`src/rv_isa_pkg.sv`:
```
// RV64I widths, encodings and instruction layouts, imported by the decode and branch logic
package rv_isa_pkg;

  localparam int XLEN       = 64;
  localparam int INST_W     = 32;
  localparam int GPR_ADDR_W = 5;
  localparam int GPR_NUM    = 32;

  // major opcodes of the supported subset
  localparam logic [6:0] OPC_LUI    = 7'b0110111;
  localparam logic [6:0] OPC_AUIPC  = 7'b0010111;
  localparam logic [6:0] OPC_OP_IMM = 7'b0010011;
  localparam logic [6:0] OPC_OP     = 7'b0110011;
  localparam logic [6:0] OPC_BRANCH = 7'b1100011;
  localparam logic [6:0] OPC_JAL    = 7'b1101111;
  localparam logic [6:0] OPC_JALR   = 7'b1100111;
  localparam logic [6:0] OPC_LOAD   = 7'b0000011;
  localparam logic [6:0] OPC_STORE  = 7'b0100011;

  // branch funct3
  localparam logic [2:0] F3_BEQ  = 3'b000;
  localparam logic [2:0] F3_BNE  = 3'b001;
  localparam logic [2:0] F3_BLT  = 3'b100;
  localparam logic [2:0] F3_BGE  = 3'b101;
  localparam logic [2:0] F3_BLTU = 3'b110;
  localparam logic [2:0] F3_BGEU = 3'b111;

  // integer op funct3
  localparam logic [2:0] F3_ADD  = 3'b000;
  localparam logic [2:0] F3_SLL  = 3'b001;
  localparam logic [2:0] F3_SLT  = 3'b010;
  localparam logic [2:0] F3_SLTU = 3'b011;
  localparam logic [2:0] F3_XOR  = 3'b100;
  localparam logic [2:0] F3_SR   = 3'b101; // srl or sra by bit 30
  localparam logic [2:0] F3_OR   = 3'b110;
  localparam logic [2:0] F3_AND  = 3'b111;

  localparam logic [6:0] F7_SUB  = 7'b0100000;

  typedef struct packed {
    logic [6:0]            funct7;
    logic [GPR_ADDR_W-1:0] rs2;
    logic [GPR_ADDR_W-1:0] rs1;
    logic [2:0]            funct3;
    logic [GPR_ADDR_W-1:0] rd;
    logic [6:0]            opcode;
  } inst_r_t;

  typedef struct packed {
    logic [11:0]           imm;
    logic [GPR_ADDR_W-1:0] rs1;
    logic [2:0]            funct3;
    logic [GPR_ADDR_W-1:0] rd;
    logic [6:0]            opcode;
  } inst_i_t;

  typedef struct packed {
    logic [6:0]            imm_11_5;
    logic [GPR_ADDR_W-1:0] rs2;
    logic [GPR_ADDR_W-1:0] rs1;
    logic [2:0]            funct3;
    logic [4:0]            imm_4_0;
    logic [6:0]            opcode;
  } inst_s_t;

  typedef struct packed {
    logic                  imm_12;
    logic [5:0]            imm_10_5;
    logic [GPR_ADDR_W-1:0] rs2;
    logic [GPR_ADDR_W-1:0] rs1;
    logic [2:0]            funct3;
    logic [3:0]            imm_4_1;
    logic                  imm_11;
    logic [6:0]            opcode;
  } inst_b_t;

  typedef struct packed {
    logic [19:0]           imm_31_12;
    logic [GPR_ADDR_W-1:0] rd;
    logic [6:0]            opcode;
  } inst_u_t;

  typedef struct packed {
    logic                  imm_20;
    logic [9:0]            imm_10_1;
    logic                  imm_11;
    logic [7:0]            imm_19_12;
    logic [GPR_ADDR_W-1:0] rd;
    logic [6:0]            opcode;
  } inst_j_t;

  // one word, six layouts
  typedef union packed {
    inst_r_t r;
    inst_i_t i;
    inst_s_t s;
    inst_b_t b;
    inst_u_t u;
    inst_j_t j;
  } inst_u;

endpackage

```
`src/hazard_unit.sv`:
```
// read-after-write interlock against rd of execute, memory and write-back
`timescale 1ns/1ns

module hazard_unit import rv_isa_pkg::*; (
  input  logic [GPR_ADDR_W-1:0] i_rs1,
  input  logic [GPR_ADDR_W-1:0] i_rs2,
  input  logic [GPR_ADDR_W-1:0] i_es_rd,
  input  logic [GPR_ADDR_W-1:0] i_ms_rd,
  input  logic [GPR_ADDR_W-1:0] i_ws_rd,
  output logic                  o_hazard
);

  logic es_hit, ms_hit, ws_hit;

  // x0 never carries a pending write
  function automatic logic rd_match(
    input logic [GPR_ADDR_W-1:0] rd,
    input logic [GPR_ADDR_W-1:0] rs1,
    input logic [GPR_ADDR_W-1:0] rs2
  );
    return (rd != '0) && (rd == rs1 || rd == rs2);
  endfunction

  assign es_hit = rd_match(i_es_rd, i_rs1, i_rs2);
  assign ms_hit = rd_match(i_ms_rd, i_rs1, i_rs2);
  assign ws_hit = rd_match(i_ws_rd, i_rs1, i_rs2); // also the write-this-cycle case

  assign o_hazard = es_hit || ms_hit || ws_hit;

endmodule

```
`config.mk`:
```
export PLATFORM = sky130hd
export DESIGN_NAME = hazard_unit
export DESIGN_NICKNAME = d
export VERILOG_FILES = /design/src/rv_isa_pkg.sv /design/src/hazard_unit.sv
export SDC_FILE = /design/constraint.sdc
export NUM_CORES = 1
export LEC_CHECK = 0
export BUFFER_PORTS_ARGS = -buffer_cell sky130_fd_sc_hd__clkbuf_2
export CAP_MARGIN = 30
export CORE_AREA = 2 2 39 41
export DETAILED_ROUTE_END_ITERATION = 7
export DIE_AREA = 0 0 41 43
export GPL_TIMING_DRIVEN = 0
export PLACE_DENSITY = 0.67
export SLEW_MARGIN = 0
export SYNTH_ARGS = -nofsm -noshare
export SYNTH_HDL_FRONTEND = slang
export SYNTH_SLANG_ARGS = --single-unit
```
`constraint.sdc`:
```
create_clock -name vclk -period 2.35
set_input_delay 0.235 -clock vclk [all_inputs]
set_output_delay 0.235 -clock vclk [all_outputs]
set_load 0.005 [all_outputs]
```
==> flow_summary.ini <==
[finish]
drive_above_1_share = 0.3467
seq_cells = 0
clock_buffers = 0
areaGrowthSynthToFinish_pct = 40.40
diodes = 0
seqCellArea_um2 = 0
final_nets = 102
fin_cells = 91
layout_commonest_cell = clkbuf_2
layout_common_cells = 26 x clkbuf_2, 22 x xnor2_1, 8 x xor2_1
fill_cells = 152

[yosys]
ys_warn_count = 0
synth.avg_cell_area_um2 = 7.584
synth_area_um2 = 371.6
synth_cells = 49
yosysSeqAreaShare = 0
synth_nets = 74
ys_types = 9

[clock_network]
cts_hold_buf = 0
cts_resized = 0
post_cts_buffers = 0

[timing]
rsz0062_at_grt = false
finalCritPeriodShare = 0.6185
slew_headroom = 0.8558
period_minus_slack_ns = 1.453
fmax_mhz = 688.0
hold_viol = 0
slew_violations = 0
max_slew.worst_pin.slew_ns = 0.2156
setup_viol = 0
tns_ns = 0

[pwr]
ir_drop_v = 0.00008025
powerDensity_nw_per_um2 = 195.1
power_uw = 101.8
p_leak_nw = 0.2116

[setup_path]
path_class = in -> out
cp_top_family = simple AND/OR/NAND/NOR gates
path_cells = clkbuf_2, or4_1, o22ai_1, nand3_1, clkbuf_2
cp.depth = 5
worstPathArrival_ns = 1.22
crit_path_end_kind = output pin
critPathBufInv = 2
max_stage_delay_ns = 0.53
critPathLaunchType = input pin
crit_top_cell = clkbuf_2
cp_slowest_cell = or4_1
critPathRequiredTime_ns = 2.12
cp_max_fo = 3

[floorplanning]
io_pins = 26
die_area_um2 = 1763
core_area_um2 = 1384
die_h_um = 43
rows = 14
initial_utilization = 0.2685
die_x_um = 41

[route]
ant_nets = 0
wl_per_cell_um = 11.10
drt-total-wl_um = 1010
first_pass_iters = 2
drt_iter0_markers = 3
drc = 0
via_count = 426
vias_per_cell = 4.681

[grt]
grt.overflow.total = 0
grt_pass1_wl_um = 1642
grtUsageTotal = 0.1279
grt_max_degree = 4
grt_pass1_vias = 389
grt_antenna_before_repair = 0

[hold_path]
min_delay_path_depth = 4
hold_class = in -> out

[run]
drv_cap = 0

[placement]
gp_congestion = 0.7366
placed_cells = 91
port_buffers = 26

[run_status]
status = completed
==> stage by stage <==
stage	instance area, um^2	setup slack (ns)	hold slack (ns)	utilization
floorplan	371.6	1.150	0.5837	-
global placement	521.8	0.8935	0.8447	0.3770
detailed placement	521.8	0.8940	0.8345	0.3770
CTS	521.8	0.8971	0.8345	0.3770
global route	521.8	0.7991	0.8528	0.3770
finish	521.8	0.8965	0.8342	0.3770
==> area by class of cell <==
cell class	instances	area (um^2)	area share
Tap cell	16	20.02	0.03837
Timing Repair Buffer	26	130.1	0.2494
Multi-Input combinational cell	49	371.6	0.7122
==> final timing paths <==
check                       from  endpoint  slack [ns]
worst max-delay path  i_ws_rd[1]  o_hazard        0.90
worst min-delay path  i_ms_rd[0]  o_hazard        0.83
==> where the power goes <==
part | internal [mW] | leakage (nW) | switching (mW)
Sequential | 0 | 0 | 0
Combinational | 0.0537 | 0.212 | 0.0481
Clock | 0 | 0 | 0
==> kinds of logic (layout without fill, tap and decap cells) <==
| group | Yosys count | count (layout) | synth area share |
|---|---|---|---|
| AOI/OAI and AO/OA | 5 | 5 | 0.09093 |
| xor gates and xnor gates | 30 | 30 | 0.7071 |
| buffers and inverters | 0 | 26 | 0 |
| and+or+nand+nor | 14 | 14 | 0.2020 |
==> tightest hold or removal path, delay by kind of cell <==
family,cells,cell delay (ns)
buf+inv,2,0.23
compound gates,1,0.07
simple gates,1,0.06
==> Yosys cell counts <==
cell	instances	area share
nand2_1	2	0.020
nand3_1	7	0.094
nor3_1	2	0.027
o21ai_1	2	0.027
o22ai_1	1	0.017
o32ai_1	2	0.047
or4_1	3	0.061
xnor2_1	22	0.52
xor2_1	8	0.19
==> routing by layer <==
layer / vias up / global-route usage / routed length, um
met5: - / 0 / 0
met3: 2 / 0.005236 / 30
met1: 190 / 0.1487 / 404
met4: 0 / 0.01333 / 12
li1: 224 / - / -
met2: 10 / 0.2438 / 562
Note: power is estimated with default switching activity, not from simulation.
