`src/rv_isa_pkg.sv`:
```
// RV64I widths, encodings and instruction layouts, imported by the decode and branch logic
package rv_isa_pkg;

  localparam int XLEN       = 64;
  localparam int INST_W     = 32;
  localparam int GPR_ADDR_W = 5;
  localparam int GPR_NUM    = 32;

  // major opcodes of the supported subset
  localparam logic [6:0] OPC_LUI    = 7'b0110111;
  localparam logic [6:0] OPC_AUIPC  = 7'b0010111;
  localparam logic [6:0] OPC_OP_IMM = 7'b0010011;
  localparam logic [6:0] OPC_OP     = 7'b0110011;
  localparam logic [6:0] OPC_BRANCH = 7'b1100011;
  localparam logic [6:0] OPC_JAL    = 7'b1101111;
  localparam logic [6:0] OPC_JALR   = 7'b1100111;
  localparam logic [6:0] OPC_LOAD   = 7'b0000011;
  localparam logic [6:0] OPC_STORE  = 7'b0100011;

  // branch funct3
  localparam logic [2:0] F3_BEQ  = 3'b000;
  localparam logic [2:0] F3_BNE  = 3'b001;
  localparam logic [2:0] F3_BLT  = 3'b100;
  localparam logic [2:0] F3_BGE  = 3'b101;
  localparam logic [2:0] F3_BLTU = 3'b110;
  localparam logic [2:0] F3_BGEU = 3'b111;

  // integer op funct3
  localparam logic [2:0] F3_ADD  = 3'b000;
  localparam logic [2:0] F3_SLL  = 3'b001;
  localparam logic [2:0] F3_SLT  = 3'b010;
  localparam logic [2:0] F3_SLTU = 3'b011;
  localparam logic [2:0] F3_XOR  = 3'b100;
  localparam logic [2:0] F3_SR   = 3'b101; // srl or sra by bit 30
  localparam logic [2:0] F3_OR   = 3'b110;
  localparam logic [2:0] F3_AND  = 3'b111;

  localparam logic [6:0] F7_SUB  = 7'b0100000;

  typedef struct packed {
    logic [6:0]            funct7;
    logic [GPR_ADDR_W-1:0] rs2;
    logic [GPR_ADDR_W-1:0] rs1;
    logic [2:0]            funct3;
    logic [GPR_ADDR_W-1:0] rd;
    logic [6:0]            opcode;
  } inst_r_t;

  typedef struct packed {
    logic [11:0]           imm;
    logic [GPR_ADDR_W-1:0] rs1;
    logic [2:0]            funct3;
    logic [GPR_ADDR_W-1:0] rd;
    logic [6:0]            opcode;
  } inst_i_t;

  typedef struct packed {
    logic [6:0]            imm_11_5;
    logic [GPR_ADDR_W-1:0] rs2;
    logic [GPR_ADDR_W-1:0] rs1;
    logic [2:0]            funct3;
    logic [4:0]            imm_4_0;
    logic [6:0]            opcode;
  } inst_s_t;

  typedef struct packed {
    logic                  imm_12;
    logic [5:0]            imm_10_5;
    logic [GPR_ADDR_W-1:0] rs2;
    logic [GPR_ADDR_W-1:0] rs1;
    logic [2:0]            funct3;
    logic [3:0]            imm_4_1;
    logic                  imm_11;
    logic [6:0]            opcode;
  } inst_b_t;

  typedef struct packed {
    logic [19:0]           imm_31_12;
    logic [GPR_ADDR_W-1:0] rd;
    logic [6:0]            opcode;
  } inst_u_t;

  typedef struct packed {
    logic                  imm_20;
    logic [9:0]            imm_10_1;
    logic                  imm_11;
    logic [7:0]            imm_19_12;
    logic [GPR_ADDR_W-1:0] rd;
    logic [6:0]            opcode;
  } inst_j_t;

  // one word, six layouts
  typedef union packed {
    inst_r_t r;
    inst_i_t i;
    inst_s_t s;
    inst_b_t b;
    inst_u_t u;
    inst_j_t j;
  } inst_u;

endpackage

```
`src/id_pipe_reg.sv`:
```
// decode stage valid/allowin register, takes the fetched instruction and pc on acceptance
`timescale 1ns/1ns

module id_pipe_reg import rv_isa_pkg::*; (
  input  logic              i_clk,
  input  logic              i_rst,
  input  logic              i_fs_valid,
  input  logic [INST_W-1:0] i_fs_inst,
  input  logic [XLEN-1:0]   i_fs_pc,
  input  logic              i_es_allowin,
  input  logic              i_hazard,
  input  logic              i_br_stall,
  output logic              o_ds_allowin,
  output logic              o_ds_to_es_valid,
  output logic              o_valid,
  output inst_u             o_inst,
  output logic [XLEN-1:0]   o_pc
);

  logic ds_valid;
  logic ready_go;

  assign ready_go         = !i_hazard && !i_br_stall;
  assign o_ds_allowin     = !ds_valid || (ready_go && i_es_allowin);
  assign o_ds_to_es_valid = ds_valid && ready_go;
  assign o_valid          = ds_valid;

  always_ff @(posedge i_clk) begin
    if (i_rst) begin
      ds_valid <= 1'b0;
    end else if (o_ds_allowin) begin
      ds_valid <= i_fs_valid; // empties when fetch has nothing
    end
  end

  always_ff @(posedge i_clk) begin
    if (i_fs_valid && o_ds_allowin) begin
      o_inst <= i_fs_inst;
      o_pc   <= i_fs_pc;
    end
  end

  // fetch keeps its offer steady until the stage takes it
  a_fetch_holds_offer : assert property (
    @(posedge i_clk) disable iff (i_rst)
    i_fs_valid && !o_ds_allowin |=> i_fs_valid && $stable(i_fs_inst) && $stable(i_fs_pc)
  );

endmodule

```
`config.mk`:
```
export PLATFORM = sky130hd
export DESIGN_NAME = id_pipe_reg
export DESIGN_NICKNAME = d
export VERILOG_FILES = /design/src/rv_isa_pkg.sv /design/src/id_pipe_reg.sv
export SDC_FILE = /design/constraint.sdc
export NUM_CORES = 1
export LEC_CHECK = 0
export BUFFER_PORTS_ARGS = -buffer_cell sky130_fd_sc_hd__buf_2
export CAP_MARGIN = 25
export CORE_AREA = 3 3 78 98
export CTS_CLUSTER_DIAMETER = 100
export CTS_CLUSTER_SIZE = 25
export DETAILED_ROUTE_END_ITERATION = 10
export DIE_AREA = 0 0 81 101
export HOLD_SLACK_MARGIN = 0.05
export PLACE_DENSITY = 0.82
export SETUP_SLACK_MARGIN = 0.5
export SYNTH_ARGS = -nofsm -noshare
export SYNTH_HDL_FRONTEND = slang
export SYNTH_SLANG_ARGS = --single-unit
```
`constraint.sdc`:
```
create_clock -name i_clk -period 23.2 [get_ports i_clk]
set_clock_uncertainty 0.2 [all_clocks]
set_input_delay 4.64 -clock i_clk [delete_from_list [all_inputs] [get_ports i_clk]]
set_output_delay 4.64 -clock i_clk [all_outputs]
set_load 0.005 [all_outputs]
```
==> flow_summary.ini <==
[power]
powerDensity_nw_per_um2 = 79.5
p_leak_nw = 1.86
ir_worst_vdd_v = 0.0000481

[status]
outcome = finished clean

[setup_path]
worstPathCellList = buf_2 > nor2_1 > and2_1 > buf_2
slowest_stage = nor2_1
crit_type = primary input to primary output
worstPathArrival_ps = 5230
cp-start-kind = primary input
rr_worst_depth = 3
cp.required_ps = 18360
crit_family = simple AND/OR/NAND/NOR gates
r2r_end = o_pc[2]$_DFFE_PP_
r2r_setup_slack_ps = 21500
crit_buf_inv = 2
end_kind = primary output
cpMostUsedCell = buf_2
rr_startpoint = o_valid$_SDFFE_PP0P_
critPathMaxFanout = 3
critPathMaxStageDelay_ps = 200

[synthesis]
synth_xor_area_frac = 0
ys_ff_latch = 97
synth_compound_area_frac = 0.0114
synth.distinct_cells = 9
synthesis.nets = 207
synth_warnings = 0
synth_fa_ha_area_frac = 0
synthesis.area_sq_um = 2960
synthMuxAreaShare = 0
synth_cells = 105
synth_top_family_by_area = compound AO/OA/AOI/OAI gates
synth-simple-area-share = 0.00592
ys_seq_area_frac = 0.981
synth_area_per_cell_sq_um = 28.2

[timing]
tightest_slew_ps = 398
drv_slew = 0
period_share = 0.434
finalSetupViolations = 0
setup_tns_ps = 0
slew_headroom = 0.735
max_clock_freq_mhz = 99.3
hold_violations = 0
rsz0062_at_grt = false
finalWorstSetupSlack_ps = 13130
fin_crit_ps = 10070

[global_routing]
grt_usage = 0.163
antenna_found_initial = 0
grt_pass1_vias = 1869
grt-ovfl-total = 0
grt_max_degree = 97
grt_pass1_wl_um = 9420

[routing]
vias = 1816
dr.pass1.iters = 4
via_per_inst = 4.40
drtIter0Drc = 42
antenna_left = 0
wire_per_inst_um = 16.0
routed_wl_um = 6600
drc = 0

[min_path]
hold_class = flop to flop
min_path_cells = 2
min_from = o_valid$_SDFFE_PP0P_
hold_end = o_valid$_SDFFE_PP0P_

[clock_tree]
clock_sinks = 97
clockBufferDepth = 2
cts_buffers = 9
clock-root-buffer = clkbuf_8
cts_tree = done
cts_resized = 0
cts.reportedPaths.clkPinSlew_ps = 80
htreeDepth = 3
postCtsHoldBufs = 0
insertion_delay_ps = 340
postCtsSetupBuffers = 0

[placed_design]
dp.cells = 396
gp_congestion = 0.701
dp_hpwl_um = 5050
place_ws_ps = 13130
io_buffers = 200

[layout]
layout_common_cells = buf_2 (200), edfxtp_1 (96), clkbuf_8 (9)
layout_commonest_cell = buf_2
stdcell_count = 413
drive_gt1_frac = 0.684
syn_to_final_growth_pct = 46.0
fin_nets = 420
fillers = 547
antenna_cells = 0
multi_input_area_sq_um = 70.1
regArea_sq_um = 2900

[floorplanning]
std_cell_rows = 34
die_h_um = 101
ios = 201
fp.dieArea_sq_um = 8180
die_w_um = 81
initial_core_util = 0.429
core_region_area_sq_um = 6890

[flow_run]
cap_violations = 0
[layout make-up]
class / instances / share of cell area
Tap cell: 90 / 0.0261
Multi-Input combinational cell: 7 / 0.0162
Timing Repair Buffer: 202 / 0.240
Sequential cell: 97 / 0.672
Clock buffer: 9 / 0.0287
Inverter: 1 / 0.000869
Clock inverter: 7 / 0.0162
[worst max path at each step]
stage	slack, ps	cells past startpoint	endpoint	start
CTS	13130	4	o_ds_to_es_valid	i_br_stall
finish	13130	4	o_ds_to_es_valid	i_br_stall
global route	13040	4	o_ds_to_es_valid	i_br_stall
floorplan	10460	2	o_inst[0]$_DFFE_PP_	i_es_allowin
global placement	13170	4	o_ds_to_es_valid	i_br_stall
detailed placement	13130	4	o_ds_to_es_valid	i_br_stall
[sequential cells by signal, summed over array words and instances (netlist names)]
signal and flops:
o_inst 32, o_valid 1, o_pc 64
[cells by family (layout without fill, tap and decap cells)]
group | after synthesis | count (layout)
flops | 97 | 97
simple gates | 4 | 4
compound gates | 3 | 3
buf+inv | 1 | 219
[stage by stage]
step / total power, mW / util / instance area [sq um] / hold slack (ps)
finish: 0.343 / 0.627 / 4320 / 438
global route: 0.359 / 0.627 / 4320 / 460
CTS: 0.348 / 0.623 / 4290 / 452
detailed placement: 0.242 / 0.595 / 4100 / 440
global placement: 0.240 / 0.595 / 4100 / 376
floorplan: 0.223 / - / 2960 / 344
[worst min-delay path, delay by kind of cell, from the launching register on]
family | cells | cell delay, ps
AOI/OAI and AO/OA | 1 | 70
DFF | 1 | 370
and+or+nand+nor | 1 | 170
[routing by layer]
| layer | vias to the layer above | share of wire | global-route usage |
|---|---|---|---|
| met5 | - | 0 | 0 |
| met4 | 0 | 0.017 | 0.0793 |
| met1 | 861 | 0.30 | 0.160 |
| met3 | 11 | 0.10 | 0.0733 |
| met2 | 95 | 0.58 | 0.285 |
| li1 | 849 | - | - |
[synth_stat cells (all sizes together)]
cell,number,area share
edfxtp,96,0.97
o32ai,1,0.0030
nor2,2,0.0025
dfxtp,1,0.0068
and2,1,0.0021
a311oi,1,0.0051
inv,1,0.0013
a21bo,1,0.0034
nand2,1,0.0013
[power by group]
group | switching [mW] | leakage [nW] | internal [mW] | total [mW]
clock network | 0.0558 | 0.0994 | 0.0498 | 0.106
logic | 0.0141 | 0.831 | 0.0143 | 0.0284
registers | 0.00265 | 0.931 | 0.207 | 0.209
No activity file was read; power rests on OpenSTA's default activity.
