--- config.mk ---
export PLATFORM = sky130hd
export DESIGN_NAME = id_decoder
export DESIGN_NICKNAME = d
export VERILOG_FILES = /design/src/id_ctrl_pkg.sv /design/src/rv_isa_pkg.sv /design/src/id_decoder.sv
export SDC_FILE = /design/constraint.sdc
export NUM_CORES = 1
export LEC_CHECK = 0
export BUFFER_PORTS_ARGS = -buffer_cell sky130_fd_sc_hd__buf_2
export CAP_MARGIN = 5
export CORE_UTILIZATION = 33
export DETAILED_ROUTE_END_ITERATION = 16
export PLACE_DENSITY = 0.81
export SETUP_SLACK_MARGIN = 0.3
export SKIP_LAST_GASP = 1
export SYNTH_ARGS = -nofsm -noshare
export SYNTH_HDL_FRONTEND = slang
export SYNTH_SLANG_ARGS = --single-unit
--- constraint.sdc ---
create_clock -name vclk -period 1.3
set_clock_uncertainty 0.05 [all_clocks]
set_input_delay 0.065 -clock vclk [all_inputs]
set_output_delay 0.065 -clock vclk [all_outputs]
set_load 0.02 [all_outputs]
--- src/id_ctrl_pkg.sv ---
// control field encodings that decode hands to the branch unit and the execute stage
package id_ctrl_pkg;

  localparam int ALU_OP_W = 5;

  localparam logic [ALU_OP_W-1:0] ALU_ADD  = 5'd0;
  localparam logic [ALU_OP_W-1:0] ALU_SUB  = 5'd1;
  localparam logic [ALU_OP_W-1:0] ALU_SLT  = 5'd2;
  localparam logic [ALU_OP_W-1:0] ALU_SLTU = 5'd3;
  localparam logic [ALU_OP_W-1:0] ALU_AND  = 5'd4;
  localparam logic [ALU_OP_W-1:0] ALU_OR   = 5'd5;
  localparam logic [ALU_OP_W-1:0] ALU_XOR  = 5'd6;
  localparam logic [ALU_OP_W-1:0] ALU_SLL  = 5'd7;
  localparam logic [ALU_OP_W-1:0] ALU_SRL  = 5'd8;
  localparam logic [ALU_OP_W-1:0] ALU_SRA  = 5'd9;
  localparam logic [ALU_OP_W-1:0] ALU_LUI  = 5'd10; // passes operand 2

  // operand selects
  localparam logic       SRC1_RS1  = 1'b0;
  localparam logic       SRC1_PC   = 1'b1;
  localparam logic [1:0] SRC2_RS2  = 2'd0;
  localparam logic [1:0] SRC2_IMM  = 2'd1;
  localparam logic [1:0] SRC2_FOUR = 2'd2; // link address for jumps

  // memory op is funct3 as is
  localparam int MEM_OP_W = 3;

  // nine branch functions, so one bit wider than funct3
  localparam int BR_FUNC_W = 4;

  localparam logic [BR_FUNC_W-1:0] BR_NONE = 4'd0;
  localparam logic [BR_FUNC_W-1:0] BR_JAL  = 4'd1;
  localparam logic [BR_FUNC_W-1:0] BR_JALR = 4'd2;
  localparam logic [BR_FUNC_W-1:0] BR_EQ   = 4'd3;
  localparam logic [BR_FUNC_W-1:0] BR_NE   = 4'd4;
  localparam logic [BR_FUNC_W-1:0] BR_LT   = 4'd5;
  localparam logic [BR_FUNC_W-1:0] BR_GE   = 4'd6;
  localparam logic [BR_FUNC_W-1:0] BR_LTU  = 4'd7;
  localparam logic [BR_FUNC_W-1:0] BR_GEU  = 4'd8;

endpackage

--- src/rv_isa_pkg.sv ---
// RV64I widths, encodings and instruction layouts, imported by the decode and branch logic
package rv_isa_pkg;

  localparam int XLEN       = 64;
  localparam int INST_W     = 32;
  localparam int GPR_ADDR_W = 5;
  localparam int GPR_NUM    = 32;

  // major opcodes of the supported subset
  localparam logic [6:0] OPC_LUI    = 7'b0110111;
  localparam logic [6:0] OPC_AUIPC  = 7'b0010111;
  localparam logic [6:0] OPC_OP_IMM = 7'b0010011;
  localparam logic [6:0] OPC_OP     = 7'b0110011;
  localparam logic [6:0] OPC_BRANCH = 7'b1100011;
  localparam logic [6:0] OPC_JAL    = 7'b1101111;
  localparam logic [6:0] OPC_JALR   = 7'b1100111;
  localparam logic [6:0] OPC_LOAD   = 7'b0000011;
  localparam logic [6:0] OPC_STORE  = 7'b0100011;

  // branch funct3
  localparam logic [2:0] F3_BEQ  = 3'b000;
  localparam logic [2:0] F3_BNE  = 3'b001;
  localparam logic [2:0] F3_BLT  = 3'b100;
  localparam logic [2:0] F3_BGE  = 3'b101;
  localparam logic [2:0] F3_BLTU = 3'b110;
  localparam logic [2:0] F3_BGEU = 3'b111;

  // integer op funct3
  localparam logic [2:0] F3_ADD  = 3'b000;
  localparam logic [2:0] F3_SLL  = 3'b001;
  localparam logic [2:0] F3_SLT  = 3'b010;
  localparam logic [2:0] F3_SLTU = 3'b011;
  localparam logic [2:0] F3_XOR  = 3'b100;
  localparam logic [2:0] F3_SR   = 3'b101; // srl or sra by bit 30
  localparam logic [2:0] F3_OR   = 3'b110;
  localparam logic [2:0] F3_AND  = 3'b111;

  localparam logic [6:0] F7_SUB  = 7'b0100000;

  typedef struct packed {
    logic [6:0]            funct7;
    logic [GPR_ADDR_W-1:0] rs2;
    logic [GPR_ADDR_W-1:0] rs1;
    logic [2:0]            funct3;
    logic [GPR_ADDR_W-1:0] rd;
    logic [6:0]            opcode;
  } inst_r_t;

  typedef struct packed {
    logic [11:0]           imm;
    logic [GPR_ADDR_W-1:0] rs1;
    logic [2:0]            funct3;
    logic [GPR_ADDR_W-1:0] rd;
    logic [6:0]            opcode;
  } inst_i_t;

  typedef struct packed {
    logic [6:0]            imm_11_5;
    logic [GPR_ADDR_W-1:0] rs2;
    logic [GPR_ADDR_W-1:0] rs1;
    logic [2:0]            funct3;
    logic [4:0]            imm_4_0;
    logic [6:0]            opcode;
  } inst_s_t;

  typedef struct packed {
    logic                  imm_12;
    logic [5:0]            imm_10_5;
    logic [GPR_ADDR_W-1:0] rs2;
    logic [GPR_ADDR_W-1:0] rs1;
    logic [2:0]            funct3;
    logic [3:0]            imm_4_1;
    logic                  imm_11;
    logic [6:0]            opcode;
  } inst_b_t;

  typedef struct packed {
    logic [19:0]           imm_31_12;
    logic [GPR_ADDR_W-1:0] rd;
    logic [6:0]            opcode;
  } inst_u_t;

  typedef struct packed {
    logic                  imm_20;
    logic [9:0]            imm_10_1;
    logic                  imm_11;
    logic [7:0]            imm_19_12;
    logic [GPR_ADDR_W-1:0] rd;
    logic [6:0]            opcode;
  } inst_j_t;

  // one word, six layouts
  typedef union packed {
    inst_r_t r;
    inst_i_t i;
    inst_s_t s;
    inst_b_t b;
    inst_u_t u;
    inst_j_t j;
  } inst_u;

endpackage

--- src/id_decoder.sv ---
// combinational RV64I subset decoder, registered instruction in, control fields out
`timescale 1ns/1ns

module id_decoder import rv_isa_pkg::*, id_ctrl_pkg::*; (
  input  inst_u                 i_inst,
  output logic [GPR_ADDR_W-1:0] o_rs1,
  output logic [GPR_ADDR_W-1:0] o_rs2,
  output logic [GPR_ADDR_W-1:0] o_rd,
  output logic [XLEN-1:0]       o_imm,
  output logic [ALU_OP_W-1:0]   o_alu_op,
  output logic                  o_alu_src1_sel,
  output logic [1:0]            o_alu_src2_sel,
  output logic                  o_word_cut,
  output logic                  o_gpr_wen,
  output logic                  o_mem_ren,
  output logic                  o_mem_wen,
  output logic [MEM_OP_W-1:0]   o_mem_op,
  output logic [BR_FUNC_W-1:0]  o_br_func,
  output logic                  o_invalid
);

  logic [XLEN-1:0] imm_i, imm_s, imm_b, imm_u, imm_j;

  // shared by op and op-imm
  function automatic logic [ALU_OP_W-1:0] alu_from_f3(
    input logic [2:0] f3,
    input logic       sub_sel,
    input logic       sra_sel
  );
    case (f3)
      F3_ADD:  return sub_sel ? ALU_SUB : ALU_ADD;
      F3_SLL:  return ALU_SLL;
      F3_SLT:  return ALU_SLT;
      F3_SLTU: return ALU_SLTU;
      F3_XOR:  return ALU_XOR;
      F3_SR:   return sra_sel ? ALU_SRA : ALU_SRL;
      F3_OR:   return ALU_OR;
      default: return ALU_AND;
    endcase
  endfunction

  assign o_rs1 = i_inst.r.rs1;
  assign o_rs2 = i_inst.r.rs2; // compared for every format
  assign o_rd  = i_inst.r.rd;
  assign o_word_cut = 1'b0; // no W-suffix ops in this subset

  assign imm_i = {{52{i_inst.i.imm[11]}}, i_inst.i.imm};
  assign imm_s = {{52{i_inst.s.imm_11_5[6]}}, i_inst.s.imm_11_5, i_inst.s.imm_4_0};
  assign imm_b = {{51{i_inst.b.imm_12}}, i_inst.b.imm_12, i_inst.b.imm_11,
                  i_inst.b.imm_10_5, i_inst.b.imm_4_1, 1'b0};
  assign imm_u = {{32{i_inst.u.imm_31_12[19]}}, i_inst.u.imm_31_12, 12'b0};
  assign imm_j = {{43{i_inst.j.imm_20}}, i_inst.j.imm_20, i_inst.j.imm_19_12,
                  i_inst.j.imm_11, i_inst.j.imm_10_1, 1'b0};

  always_comb begin
    o_imm          = imm_i;
    o_alu_op       = ALU_ADD;
    o_alu_src1_sel = SRC1_RS1;
    o_alu_src2_sel = SRC2_IMM;
    o_gpr_wen      = 1'b0;
    o_mem_ren      = 1'b0;
    o_mem_wen      = 1'b0;
    o_mem_op       = i_inst.r.funct3;
    o_br_func      = BR_NONE;
    o_invalid      = 1'b0;
    case (i_inst.r.opcode)
      OPC_LUI: begin
        o_imm     = imm_u;
        o_alu_op  = ALU_LUI;
        o_gpr_wen = 1'b1;
      end
      OPC_AUIPC: begin
        o_imm          = imm_u;
        o_alu_src1_sel = SRC1_PC;
        o_gpr_wen      = 1'b1;
      end
      OPC_OP_IMM: begin
        o_alu_op  = alu_from_f3(i_inst.i.funct3, 1'b0, i_inst.i.imm[10]);
        o_gpr_wen = 1'b1;
      end
      OPC_OP: begin
        o_alu_op       = alu_from_f3(i_inst.r.funct3, i_inst.r.funct7 == F7_SUB,
                                     i_inst.r.funct7[5]);
        o_alu_src2_sel = SRC2_RS2;
        o_gpr_wen      = 1'b1;
      end
      OPC_BRANCH: begin
        o_imm = imm_b;
        case (i_inst.b.funct3)
          F3_BEQ:  o_br_func = BR_EQ;
          F3_BNE:  o_br_func = BR_NE;
          F3_BLT:  o_br_func = BR_LT;
          F3_BGE:  o_br_func = BR_GE;
          F3_BLTU: o_br_func = BR_LTU;
          F3_BGEU: o_br_func = BR_GEU;
          default: o_invalid = 1'b1; // 010 and 011 unused
        endcase
      end
      OPC_JAL, OPC_JALR: begin
        o_imm          = (i_inst.r.opcode == OPC_JAL) ? imm_j : imm_i;
        o_alu_src1_sel = SRC1_PC;
        o_alu_src2_sel = SRC2_FOUR; // rd gets pc + 4
        o_gpr_wen      = 1'b1;
        o_br_func      = (i_inst.r.opcode == OPC_JAL) ? BR_JAL : BR_JALR;
      end
      OPC_LOAD: begin
        o_mem_ren = 1'b1;
        o_gpr_wen = 1'b1;
      end
      OPC_STORE: begin
        o_imm     = imm_s;
        o_mem_wen = 1'b1;
      end
      default: o_invalid = 1'b1;
    endcase
    if (o_invalid) begin
      o_gpr_wen = 1'b0;
      o_mem_wen = 1'b0;
      o_mem_ren = 1'b0;
      o_br_func = BR_NONE;
    end
  end

endmodule

==> tab_implementation.tex <==
\begin{tabular}{lr}
\hline
Metric & Value \\
\hline
\multicolumn{2}{l}{\textbf{Logic synthesis}} \\
Post-synthesis instance area & 1170 µm² \\
Fraction of post-synthesis cell area in the top cell type by area & 33.9\% \\
Synth top area cells & sky130\_fd\_sc\_hd\_\_buf\_4, sky130\_fd\_sc\_hd\_\_a21o\_1, sky130\_fd\_sc\_hd\_\_mux2\_2 \\
Most frequent cells after synthesis & sky130\_fd\_sc\_hd\_\_buf\_4, sky130\_fd\_sc\_hd\_\_a21o\_1, sky130\_fd\_sc\_hd\_\_nor2b\_1, sky130\_fd\_sc\_hd\_\_clkbuf\_1 \\
Warnings, synthesis & 0 \\
Syn Area/Cell & 6.94 µm² \\
Cell accounting for the most synthesized area & sky130\_fd\_sc\_hd\_\_buf\_4 \\
Share of synthesized area occupied by flip-flops and latches & 0\% \\
Top-count cell post-synth & sky130\_fd\_sc\_hd\_\_buf\_4 \\
Post-Syn Instances & 169 \\
Count of cell types in the netlist & 42 \\
\multicolumn{2}{l}{\textbf{Hold path}} \\
Hold path depth & 2 \\
Hold crit path type & input pin to primary output \\
Worst hold path startpoint & i\_inst[18] \\
Endpoint of the worst hold path & o\_rs1[3] \\
\multicolumn{2}{l}{\textbf{STA}} \\
Max Slew Vio Count & 0 \\
Tmin final & 1.47 ns \\
Final period utilization & 113\% \\
Unrepaired setup endpoints after global routing & yes \\
Smallest hold slack & 0.317 ns \\
Final worst-path setup slack & -0.167 ns \\
Top achievable clock speed & 0.682 GHz \\
Number of endpoints failing setup at the final stage & 22 \\
Number of hold violations in the final report & 0 \\
\multicolumn{2}{l}{\textbf{Detailed routing}} \\
Routed length per placed instance & 17.5 µm \\
Routed WL & 5610 µm \\
\# DRC & 0 \\
Length of the first detailed-routing pass in iterations & 4 \\
Starting DRT DRC Count & 80 \\
Antenna-violating nets left & 0 \\
Via density per instance & 5.16 \\
Via Count & 1,651 \\
\multicolumn{2}{l}{\textbf{Placed design}} \\
Placer Congestion & 0.775 \\
HPWL Detailed & 3040 µm \\
Pre-CTS setup slack & -0.159 ns \\
Port buffer count & 129 \\
\multicolumn{2}{l}{\textbf{GRT}} \\
Global route hottest layer & met2 \\
Met2 Usage GRT & 43.0\% \\
Initial antenna violation count & 0 \\
Global route overflow & 0 \\
Vias in the first global route & 1,349 \\
Pin count of the biggest net entering global routing & 41 \\
Wire length of the first global-routing pass & 6200 µm \\
Global-route track usage on met1 & 23.2\% \\
Met3 usage in global routing & 1.89\% \\
Overall Global Routing Usage & 21.3\% \\
\multicolumn{2}{l}{\textbf{Critical path}} \\
Required arrival time at the worst endpoint & 1.19 ns \\
Kind of start point of the critical path & input pin \\
Crit-path max FO & 9 \\
Type of the setup path with the least slack & input pin to primary output \\
Crit path arrival time & 1.35 ns \\
Worst Setup End Kind & primary output \\
\multicolumn{2}{l}{\textbf{Finish}} \\
Sequential Area & 0 µm² \\
Multi-input gate area in the final layout & 1140 µm² \\
Fraction of final layout cells with drive strength greater than 1 & 83.6\% \\
NumNets Final & 308 \\
Count of flip-flops and latches & 0 \\
Signed area change from the synthesized netlist to the final layout & 117\% \\
ANT cells & 0 \\
Number of fillers in the final layout & 243 \\
Clock buffer count & 0 \\
\multicolumn{2}{l}{\textbf{Power}} \\
Leakage power of the design & 1.28 nW \\
Max IR drop VDD & 0.210 mV \\
Final total power & 0.000887 W \\
Ratio of total power to cell area & 349 nW/µm² \\
\multicolumn{2}{l}{\textbf{Run}} \\
Max-cap violations & 0 \\
\multicolumn{2}{l}{\textbf{Outcome}} \\
Failing checks & negative setup slack \\
Outcome & finished with violations \\
\multicolumn{2}{l}{\textbf{Floorplan}} \\
Starting utilization of the core area & 34.9\% \\
I/O pin count & 131 \\
Die Width & 61.6 µm \\
Area of the core & 3360 µm² \\
Total Die Area & 3800 µm² \\
Die extent in y & 61.6 µm \\
\# rows & 21 \\
\hline
\end{tabular}
metrics by stage:
step / util (%) / TNS (ns) / instances / instance area (µm²)
global route: 75.6 / -2.25 / 320 / 2540
floorplan: - / -0.808 / 170 / 1470
finish: 75.6 / -1.71 / 320 / 2540
detailed placement: 55.2 / -2.38 / 301 / 1860
global placement: 55.2 / -2.06 / 301 / 1860
CTS: 66.6 / -1.11 / 314 / 2240
power breakdown:
group | internal (W) | total (W) | switching, W | leakage (nW)
logic | 0.000400 | 0.000887 | 0.000487 | 1.28
clock network | 0 | 0 | 0 | 0
registers | 0 | 0 | 0 | 0
total | 0.000400 | 0.000887 | 0.000487 | 1.28
worst max path at each step:
stage | startpoint | end | cells after the start
4_1_cts | i_inst[6] | o_imm[16] | 6
3_5_place_dp | i_inst[6] | o_imm[12] | 6
6_report | i_inst[6] | o_imm[16] | 6
2_1_floorplan | i_inst[3] | o_imm[12] | 4
3_3_place_gp | i_inst[6] | o_imm[18] | 6
5_1_grt | i_inst[6] | o_imm[12] | 6
layer usage:
metal / vias to the layer above / wire length (µm)
met4: 0 / 195
met2: 102 / 3020
met5: - / 0
met3: 17 / 364
met1: 787 / 2030
li1: 745 / -
critical path, cell delays in order:
cell and delay (ns):
sky130_fd_sc_hd__buf_6 0.10, sky130_fd_sc_hd__or3b_4 0.40, sky130_fd_sc_hd__a21oi_4 0.15, sky130_fd_sc_hd__buf_12 0.16, sky130_fd_sc_hd__mux2_4 0.30, sky130_fd_sc_hd__buf_2 0.16
logic make-up (layout without fill, tap and decap cells):
kind of cell,count (synthesis),after routing,share of synthesized area (%)
multiplexers,8,8,7.57
buffers and inverters,70,174,39.7
AND/OR/NAND/NOR,50,50,27.3
XOR/XNOR,2,2,1.49
other,1,2,0.320
AO/OA/AOI/OAI,38,38,23.7
layout by cell type, fill, tap and decap left out, drive strengths merged, types with 2 or more instances in the layout:
master	netlist	layout
buf	56	167
a22o	4	4
clkbuf	9	2
mux2	7	7
conb	1	2
inv	5	5
a31oi	2	2
and2	2	2
nand2b	3	3
nand4b	2	2
nor2	7	7
a21o	13	13
nor4	2	2
and3b	3	3
nand2	4	4
a21oi	6	6
nand3	6	6
o21ai	5	5
o31a	2	2
nor2b	10	10
timing repair:
| item | 4_1_cts | 5_1_grt |
|---|---|---|
| setup endpoints to repair | 46 | 46 |
| cloned | 0 | 2 |
| hold buffers | 0 | 0 |
| pin swaps | 17 | 5 |
| gates resized for setup | 78 | 56 |
| setup buffers | 13 | 4 |
layout make-up:
cell class,instances,area share [%]
Inverter,5,0.739
Tap cell,46,2.26
Timing Repair Buffer,169,52.1
Multi-Input combinational cell,100,44.9
(Power assumes the default switching activity.)
